[config.mk]
export PLATFORM = sky130hd
export DESIGN_NAME = lsu_top
export DESIGN_NICKNAME = d
export VERILOG_FILES = /design/src/rtl/lsu_pkg.sv /design/src/rtl/lsu_agu.sv /design/src/rtl/lsu_req_queue.sv /design/src/rtl/lsu_mem_unit.sv /design/src/rtl/lsu_top.sv
export SDC_FILE = /design/constraint.sdc
export NUM_CORES = 2
export LEC_CHECK = 0
export ABC_CLOCK_PERIOD_IN_PS = 5900
export BUFFER_PORTS_ARGS = -buffer_cell sky130_fd_sc_hd__buf_2
export CORE_MARGIN = 3
export CORE_UTILIZATION = 61
export CTS_CLUSTER_SIZE = 20
export DETAILED_ROUTE_END_ITERATION = 6
export GPL_TIMING_DRIVEN = 0
export PLACE_DENSITY = 0.8
export SETUP_SLACK_MARGIN = 0.05
export SYNTH_ARGS = -nofsm -noshare
export SYNTH_HDL_FRONTEND = slang
export SYNTH_HIERARCHICAL = 1
export SYNTH_SLANG_ARGS = --single-unit
[constraint.sdc]
create_clock -name clk_i -period 5.9 [get_ports clk_i]
set_input_delay 1.18 -clock clk_i [delete_from_list [all_inputs] [get_ports clk_i]]
set_output_delay 1.18 -clock clk_i [all_outputs]
set_load 0.01 [all_outputs]
[src/rtl/lsu_pkg.sv]
package lsu_pkg;

  // ------------------------------------------------------------------
  // widths and sizes
  // ------------------------------------------------------------------
  localparam int unsigned XLEN        = 32;
  localparam int unsigned BE_W        = XLEN / 8;
  localparam int unsigned TRANS_ID_W  = 3;
  localparam int unsigned MEM_WORDS   = 16;
  localparam int unsigned MEM_IDX_W   = 4;
  localparam int unsigned QUEUE_DEPTH = 4;
  localparam int unsigned QUEUE_PTR_W = $clog2(QUEUE_DEPTH);

  // ------------------------------------------------------------------
  // encodings
  // ------------------------------------------------------------------
  typedef enum logic [2:0] {
    LB, LBU, LH, LHU, LW, SB, SH, SW
  } lsu_op_e;

  // values match the RISC-V mcause codes
  typedef enum logic [3:0] {
    LD_ADDR_MISALIGNED = 4'd4,
    ST_ADDR_MISALIGNED = 4'd6
  } exc_cause_e;

  typedef enum logic {
    IDLE,
    LOAD_WAIT
  } mem_op_st_e;

  // ------------------------------------------------------------------
  // records
  // ------------------------------------------------------------------
  typedef struct packed {
    logic [XLEN-1:0]       operand_a;
    logic [XLEN-1:0]       operand_b;
    logic [XLEN-1:0]       imm;
    lsu_op_e               op;
    logic [TRANS_ID_W-1:0] trans_id;
  } lsu_fu_data_t;

  typedef struct packed {
    logic            valid;
    exc_cause_e      cause;
    logic [XLEN-1:0] tval;
  } exception_t;

  // one request queue entry
  typedef struct packed {
    logic [XLEN-1:0]       addr;
    logic [XLEN-1:0]       data;
    logic [BE_W-1:0]       be;
    lsu_op_e               op;
    logic [TRANS_ID_W-1:0] trans_id;
    logic                  misaligned;
  } lsu_ctrl_t;

  typedef struct packed {
    logic [TRANS_ID_W-1:0] trans_id;
    logic [XLEN-1:0]       result;
    exception_t            ex;
  } lsu_wb_t;

endpackage

[src/rtl/lsu_agu.sv]
`timescale 1ns/1ps

module lsu_agu (
  input  lsu_pkg::lsu_fu_data_t fu_data_i,
  output lsu_pkg::lsu_ctrl_t    req_o
);
  import lsu_pkg::*;

  logic [XLEN-1:0] addr;
  logic [BE_W-1:0] be;
  logic            is_half;
  logic            is_word;
  logic            misaligned;

  // ------------------------------------------------------------------
  // address generation
  // ------------------------------------------------------------------
  // imm is sign extended by decode, so a signed add gives base + offset
  assign addr = $unsigned($signed(fu_data_i.operand_a) + $signed(fu_data_i.imm));

  // transfer size from opcode, bytes otherwise
  assign is_half = fu_data_i.op inside {LH, LHU, SH};
  assign is_word = fu_data_i.op inside {LW, SW};

  // ------------------------------------------------------------------
  // byte enables
  // ------------------------------------------------------------------
  always_comb begin
    if (is_word) begin
      be = '1;
    end else if (is_half) begin
      be = BE_W'(2'b11) << addr[1:0];
    end else begin
      be = BE_W'(1'b1) << addr[1:0];
    end
  end

  // ------------------------------------------------------------------
  // misalignment check
  // ------------------------------------------------------------------
  // bytes can never be misaligned
  always_comb begin
    misaligned = 1'b0;
    if (is_half && addr[0]) begin
      misaligned = 1'b1;
    end
    if (is_word && (addr[1:0] != 2'b00)) begin
      misaligned = 1'b1;
    end
  end

  // queue entry
  assign req_o.addr       = addr;
  // store data moved into its byte lanes
  assign req_o.data       = fu_data_i.operand_b << {addr[1:0], 3'b000};
  assign req_o.be         = be;
  assign req_o.op         = fu_data_i.op;
  assign req_o.trans_id   = fu_data_i.trans_id;
  assign req_o.misaligned = misaligned;

endmodule

[src/rtl/lsu_req_queue.sv]
`timescale 1ns/1ps

module lsu_req_queue (
  input  logic               clk_i,
  input  logic               rst_ni,
  input  logic               push_i,
  input  lsu_pkg::lsu_ctrl_t req_i,
  output logic               ready_o,
  input  logic               pop_i,
  output lsu_pkg::lsu_ctrl_t head_o,
  output logic               not_empty_o
);
  import lsu_pkg::*;

  lsu_ctrl_t              entries_q [QUEUE_DEPTH];
  logic [QUEUE_PTR_W-1:0] wr_ptr_q;
  logic [QUEUE_PTR_W-1:0] rd_ptr_q;
  logic [QUEUE_PTR_W:0]   count_q;

  assign ready_o     = (count_q != (QUEUE_PTR_W + 1)'(QUEUE_DEPTH));
  assign not_empty_o = (count_q != '0);
  assign head_o      = entries_q[rd_ptr_q];

  // entry storage
  always_ff @(posedge clk_i) begin
    if (push_i) begin
      entries_q[wr_ptr_q] <= req_i;
    end
  end

  // pointers wrap on their own, depth is a power of two
  always_ff @(posedge clk_i or negedge rst_ni) begin
    if (!rst_ni) begin
      wr_ptr_q <= '0;
      rd_ptr_q <= '0;
      count_q  <= '0;
    end else begin
      if (push_i) begin
        wr_ptr_q <= wr_ptr_q + 1'b1;
      end
      if (pop_i) begin
        rd_ptr_q <= rd_ptr_q + 1'b1;
      end
      case ({push_i, pop_i})
        2'b10:   count_q <= count_q + 1'b1;
        2'b01:   count_q <= count_q - 1'b1;
        default: ;
      endcase
    end
  end

  // ------------------------------------------------------------------
  // assertions
  // ------------------------------------------------------------------
  // push comes from the top, gated by the input handshake
  assert property (@(posedge clk_i) disable iff (!rst_ni) push_i |-> ready_o)
    else $error("request queue: push while full");

  // pop comes from the memory unit
  assert property (@(posedge clk_i) disable iff (!rst_ni) pop_i |-> not_empty_o)
    else $error("request queue: pop while empty");

endmodule

[src/rtl/lsu_mem_unit.sv]
`timescale 1ns/1ps

module lsu_mem_unit (
  input  logic               clk_i,
  input  logic               rst_ni,
  input  lsu_pkg::lsu_ctrl_t head_i,
  input  logic               not_empty_i,
  output logic               pop_o,
  output logic               load_valid_o,
  output logic               store_valid_o,
  output lsu_pkg::lsu_wb_t   load_wb_o,
  output lsu_pkg::lsu_wb_t   store_wb_o
);
  import lsu_pkg::*;

  logic [XLEN-1:0]      mem_q [MEM_WORDS];
  logic [MEM_IDX_W-1:0] head_idx;
  logic                 head_is_load;
  mem_op_st_e           state_q;
  mem_op_st_e           state_d;

  // load in flight
  lsu_ctrl_t            ld_req_q;
  logic [XLEN-1:0]      rd_word_q;
  logic [XLEN-1:0]      rd_shifted;

  logic                 store_valid_q;
  lsu_wb_t              store_wb_q;

  // upper address bits ignored so the memory wraps every 64 bytes
  assign head_idx     = head_i.addr[MEM_IDX_W+1:2];
  assign head_is_load = head_i.op inside {LB, LBU, LH, LHU, LW};

  // ------------------------------------------------------------------
  // control FSM
  // ------------------------------------------------------------------
  // no pop while a load waits for its writeback
  assign pop_o = (state_q == IDLE) && not_empty_i;

  always_comb begin
    state_d = state_q;
    case (state_q)
      IDLE:      if (pop_o && head_is_load) state_d = LOAD_WAIT;
      LOAD_WAIT: state_d = IDLE;
      default:   state_d = IDLE;
    endcase
  end

  always_ff @(posedge clk_i or negedge rst_ni) begin
    if (!rst_ni) begin
      state_q       <= IDLE;
      store_valid_q <= 1'b0;
    end else begin
      state_q       <= state_d;
      store_valid_q <= pop_o && !head_is_load;
    end
  end

  // ------------------------------------------------------------------
  // data memory
  // ------------------------------------------------------------------
  always_ff @(posedge clk_i or negedge rst_ni) begin
    if (!rst_ni) begin
      for (int w = 0; w < MEM_WORDS; w++) begin
        mem_q[w] <= '0;
      end
    end else if (pop_o && !head_is_load && !head_i.misaligned) begin
      for (int b = 0; b < BE_W; b++) begin
        if (head_i.be[b]) begin
          mem_q[head_idx][b*8 +: 8] <= head_i.data[b*8 +: 8];
        end
      end
    end
  end

  // read word and request captured when a load pops
  always_ff @(posedge clk_i) begin
    if (pop_o && head_is_load) begin
      rd_word_q <= mem_q[head_idx];
      ld_req_q  <= head_i;
    end
  end

  // store writeback with a zero result
  always_ff @(posedge clk_i) begin
    if (pop_o && !head_is_load) begin
      store_wb_q          <= '0;
      store_wb_q.trans_id <= head_i.trans_id;
      if (head_i.misaligned) begin
        store_wb_q.ex <= '{valid: 1'b1, cause: ST_ADDR_MISALIGNED, tval: head_i.addr};
      end
    end
  end

  assign store_valid_o = store_valid_q;
  assign store_wb_o    = store_wb_q;

  // ------------------------------------------------------------------
  // load writeback
  // ------------------------------------------------------------------
  assign rd_shifted   = rd_word_q >> {ld_req_q.addr[1:0], 3'b000};
  assign load_valid_o = (state_q == LOAD_WAIT);

  always_comb begin
    load_wb_o          = '0;
    load_wb_o.trans_id = ld_req_q.trans_id;
    if (ld_req_q.misaligned) begin
      // faulting loads return zero
      load_wb_o.ex = '{valid: 1'b1, cause: LD_ADDR_MISALIGNED, tval: ld_req_q.addr};
    end else begin
      case (ld_req_q.op)
        LB:      load_wb_o.result = {{(XLEN-8){rd_shifted[7]}}, rd_shifted[7:0]};
        LBU:     load_wb_o.result = {{(XLEN-8){1'b0}}, rd_shifted[7:0]};
        LH:      load_wb_o.result = {{(XLEN-16){rd_shifted[15]}}, rd_shifted[15:0]};
        LHU:     load_wb_o.result = {{(XLEN-16){1'b0}}, rd_shifted[15:0]};
        LW:      load_wb_o.result = rd_shifted;
        default: load_wb_o.result = '0;
      endcase
    end
  end

  // ------------------------------------------------------------------
  // assertions
  // ------------------------------------------------------------------
  assert property (@(posedge clk_i) disable iff (!rst_ni) !(load_valid_o && store_valid_o))
    else $error("mem unit: load and store writeback in the same cycle");

  // the cycle after a load pop is its wait cycle, with writeback and no pop
  assert property (@(posedge clk_i) disable iff (!rst_ni)
                   (pop_o && head_is_load) |=> (load_valid_o && !pop_o))
    else $error("mem unit: pop during LOAD_WAIT");

endmodule

[src/rtl/lsu_top.sv]
`timescale 1ns/1ps

module lsu_top (
  input  logic                  clk_i,
  input  logic                  rst_ni,
  input  lsu_pkg::lsu_fu_data_t fu_data_i,
  input  logic                  lsu_valid_i,
  output logic                  lsu_ready_o,
  output logic                  load_valid_o,
  output logic                  store_valid_o,
  output lsu_pkg::lsu_wb_t      load_wb_o,
  output lsu_pkg::lsu_wb_t      store_wb_o
);
  import lsu_pkg::*;

  lsu_ctrl_t agu_req;
  lsu_ctrl_t queue_head;
  logic      queue_ready;
  logic      queue_not_empty;
  logic      queue_pop;
  logic      queue_push;

  // accept on valid and ready
  assign queue_push  = lsu_valid_i && queue_ready;
  assign lsu_ready_o = queue_ready;

  // ------------------------------------------------------------------
  // producer, buffer, consumer
  // ------------------------------------------------------------------
  lsu_agu lsu_agu_inst (
    .fu_data_i (fu_data_i),
    .req_o     (agu_req)
  );

  lsu_req_queue lsu_req_queue_inst (
    .clk_i       (clk_i),
    .rst_ni      (rst_ni),
    .push_i      (queue_push),
    .req_i       (agu_req),
    .ready_o     (queue_ready),
    .pop_i       (queue_pop),
    .head_o      (queue_head),
    .not_empty_o (queue_not_empty)
  );

  lsu_mem_unit lsu_mem_unit_inst (
    .clk_i         (clk_i),
    .rst_ni        (rst_ni),
    .head_i        (queue_head),
    .not_empty_i   (queue_not_empty),
    .pop_o         (queue_pop),
    .load_valid_o  (load_valid_o),
    .store_valid_o (store_valid_o),
    .load_wb_o     (load_wb_o),
    .store_wb_o    (store_wb_o)
  );

endmodule

==> metrics.cfg <==
[outcome]
status = completed

[die]
fp.dieW_um = 267.5
ios = 252
fp-row-count = 95
die_area_sq_um = 71540
core-area_sq_um = 67400
die_y_um = 267.5
initial_core_util = 0.6188

[sta]
maxSlewViolCount = 0
finalSetupViolCount = 0
hold_viol = 0
finalWorstSetupSlack_ns = 1.380
clock.fmax_mhz = 221.2
whs_ns = 0.5010
fin_tns_setup_ns = 0
fin_crit_ns = 4.520
skew_ns = 0.04210
rsz0062_at_grt = no
slew_headroom = 0.1695
tightest_slew_ns = 1.246
fin_crit_sh = 0.7662

[layout]
area_growth_pct = 14.21
layout-drive-gt1-share = 0.4205
layoutNonFillerInstCount = 3893
n_fill_cell = 4211
final_nets = 3073

[worst_setup_path]
r2r_cells = 8
endpoint_kind = output port
crit_slowest_cell = nor4_2
r2r-start = lsu_req_queue_inst/rd_ptr_q[1]
worstReg2RegEnd = lsu_mem_unit_inst/rd_word_q[1]
crit_fanout = 9
critical_path_required_ns = 4.72
crit_top_cell = nand2_1
start_kind = flop
crit_end = load_wb_o[68]
cp-startpoint = lsu_mem_unit_inst/ld_req_q[0]
r2r_slack_ns = 1.82
arrival_ns = 3.34
crit_type = reg2out
path_cells = or3b_2, nor4_2, nand2_1, nand2_1, buf_2
crit_path_max_incr_delay_ns = 0.89

[synth]
synth-seq-area-share = 0.6057
ys_types = 73
yosysMostFrequentCell = dfrtp_1
netlist_top_cells_count = 521 x dfrtp_1, 513 x mux2_2, 407 x edfxtp_1
synth_area_leaders = dfrtp_1 31%, edfxtp_1 29%, mux2_2 14%, mux4_2 11%, and2_1 1.3%
synth-edff-count = 407
syn_avg_cell_area_sq_um = 16.20
syn_area_sq_um = 41700
async_reset_ff_frac = 0.5614
ys.flop_type = dfrtp_1
synth.top_cell.area_share = 0.3126
yosys.area.top_type = dfrtp_1
netlist_instances = 2575
synth_warnings = 6
ys_ff_latch = 928

[detailed_routing]
drc = 0
drt_iter0_markers = 2461
dr.pass1.iters = 6
vias_per_cell = 6.479
wirelength_um = 110600
final_antenna_net_count = 0
vias = 25220
wl_per_cell_um = 28.40

[clock_tree]
numCtsBuffers = 94
cts.clk_slew.worst_paths_ns = 0.06
h-tree-depth = 3
worst_skew_pair.late_latency_ns = 0.67
clkSinkCount = 928
clockBufferDepth = 3
post_cts.repair.setup_buffers = 0
cts_tree = yes
root_buffer = clkbuf_16
cts.hold.buffers_added = 0
cts_resized = 0

[global_routing]
grt-ovfl-total = 0
grt_pass1_wl_um = 166000
grt_use_total = 0.3158
antenna_found_initial = 11
grt_max_degree = 138
grt_pass1_vias = 26330

[placed_design]
globalplace.congestion = 0.9594
portBuffers = 211
place_ws_ns = 1.582
placed_cells = 3707
dp_hpwl_um = 76600

[power_and_ir_drop]
power_mw = 27.54
vdd_drop_max_mv = 0.3573
power_density_nw_per_um2 = 578.2
p_leak_nw = 20.29

[run]
drv_cap = 0

[hold_path]
holdCritPathClass = reg2reg

metal layers:
layer,track usage,vias to the layer above,share of wire
li1,-,10440,-
met1,0.4238,13260,0.39
met2,0.5025,1216,0.48
met3,0.06596,305,0.082
met4,0.1493,0,0.053
met5,0,-,0
area by class of cell:
| class | count | area [sq um] | area share |
|---|---|---|---|
| Antenna cell | 9 | 22.52 | 0.0004729 |
| Tap cell | 873 | 1092 | 0.02293 |
| Inverter | 19 | 71.32 | 0.001497 |
| Multi-Input combinational cell | 1469 | 15430 | 0.3240 |
| Buffer | 195 | 1092 | 0.02293 |
| Clock buffer | 132 | 2648 | 0.05559 |
| Clock inverter | 45 | 629.4 | 0.01321 |
| Timing Repair Buffer | 223 | 1381 | 0.02900 |
| Sequential cell | 928 | 25260 | 0.5303 |
critical path: cells and delay by family, from the launching register on:
family	cells	cell delay, ns
flip-flops	1	0.70
AND/OR/NAND/NOR	4	1.82
buffers and inverters	1	0.15
sequential cells by signal, summed over array words and instances, names as in the netlist:
name / count
lsu_mem_unit_inst/ld_req_q: 36
lsu_mem_unit_inst/load_valid_o: 1
lsu_mem_unit_inst/load_wb_o: 3
lsu_mem_unit_inst/mem_q: 512
lsu_mem_unit_inst/rd_word_q: 32
lsu_mem_unit_inst/store_valid_o: 1
lsu_mem_unit_inst/store_wb_o: 36
lsu_req_queue_inst/count_q: 3
lsu_req_queue_inst/entries_q: 300
lsu_req_queue_inst/rd_ptr_q: 2
lsu_req_queue_inst/wr_ptr_q: 2
power by group:
part	leakage, nW	total, mW	switching, mW	internal, mW
sequential	10.9	10.9	1.20	9.66
combinational	7.79	10.4	6.05	4.40
clock	1.59	6.23	2.57	3.66
worst min-delay path by stage:
stage | cells past startpoint | endpoint | slack (ns) | start
final | 1 | lsu_mem_unit_inst/mem_q[29] | 0.50 | lsu_mem_unit_inst/mem_q[29]
after CTS | 1 | lsu_mem_unit_inst/mem_q[306] | 0.50 | lsu_mem_unit_inst/mem_q[306]
after detailed placement | 1 | lsu_mem_unit_inst/mem_q[370] | 0.49 | lsu_mem_unit_inst/mem_q[370]
after global placement | 1 | lsu_req_queue_inst/count_q[2] | 0.48 | lsu_req_queue_inst/count_q[2]
after floorplan | 1 | lsu_req_queue_inst/count_q[2] | 0.46 | lsu_req_queue_inst/count_q[2]
after global routing | 1 | lsu_mem_unit_inst/mem_q[306] | 0.51 | lsu_mem_unit_inst/mem_q[306]
cells in the final DEF (no fill, tap or decap), types with 8 or more instances in the layout:
master	instances
buf_16	10
a21o_1	16
nand2_1	95
clkbuf_8	11
nor2_4	31
inv_1	19
nor3_1	8
a22oi_1	65
mux2_2	513
mux2i_1	33
a21oi_1	51
edfxtp_1	407
nor2_1	43
buf_2	239
xor2_1	11
xnor2_1	23
a211oi_1	26
nor2b_1	29
nand4_1	8
bufinv_16	11
ha_1	36
diode_2	9
nor2_2	20
clkbuf_16	96
o21ai_0	40
dfrtp_1	521
nand3_2	9
conb_1	37
and2_1	81
clkinv_2	16
mux4_2	203
buf_4	63
nand3_1	17
o21bai_1	8
clkbuf_1	115
cell families (layout without fill, tap and decap cells):
| group | Yosys count | count (layout) | share of synthesized area |
|---|---|---|---|
| AO/OA/AOI/OAI | 237 | 237 | 0.03819 |
| XOR/XNOR | 34 | 34 | 0.007141 |
| adder cells (fa/ha/maj) | 38 | 38 | 0.01176 |
| buffers and inverters | 214 | 614 | 0.02790 |
| flip-flops | 928 | 928 | 0.6057 |
| multiplexers | 749 | 749 | 0.2561 |
| other | 1 | 46 | 0.00008992 |
| AND/OR/NAND/NOR | 374 | 374 | 0.05314 |
per-stage QoR:
step	area, sq um	utilization
6_report	47630	0.7067
5_1_grt	47630	0.7067
4_1_cts	47610	0.7064
3_5_place_dp	44330	0.6578
3_3_place_gp	43990	0.6527
2_1_floorplan	41840	-
No activity file was read; power rests on OpenSTA's default activity.
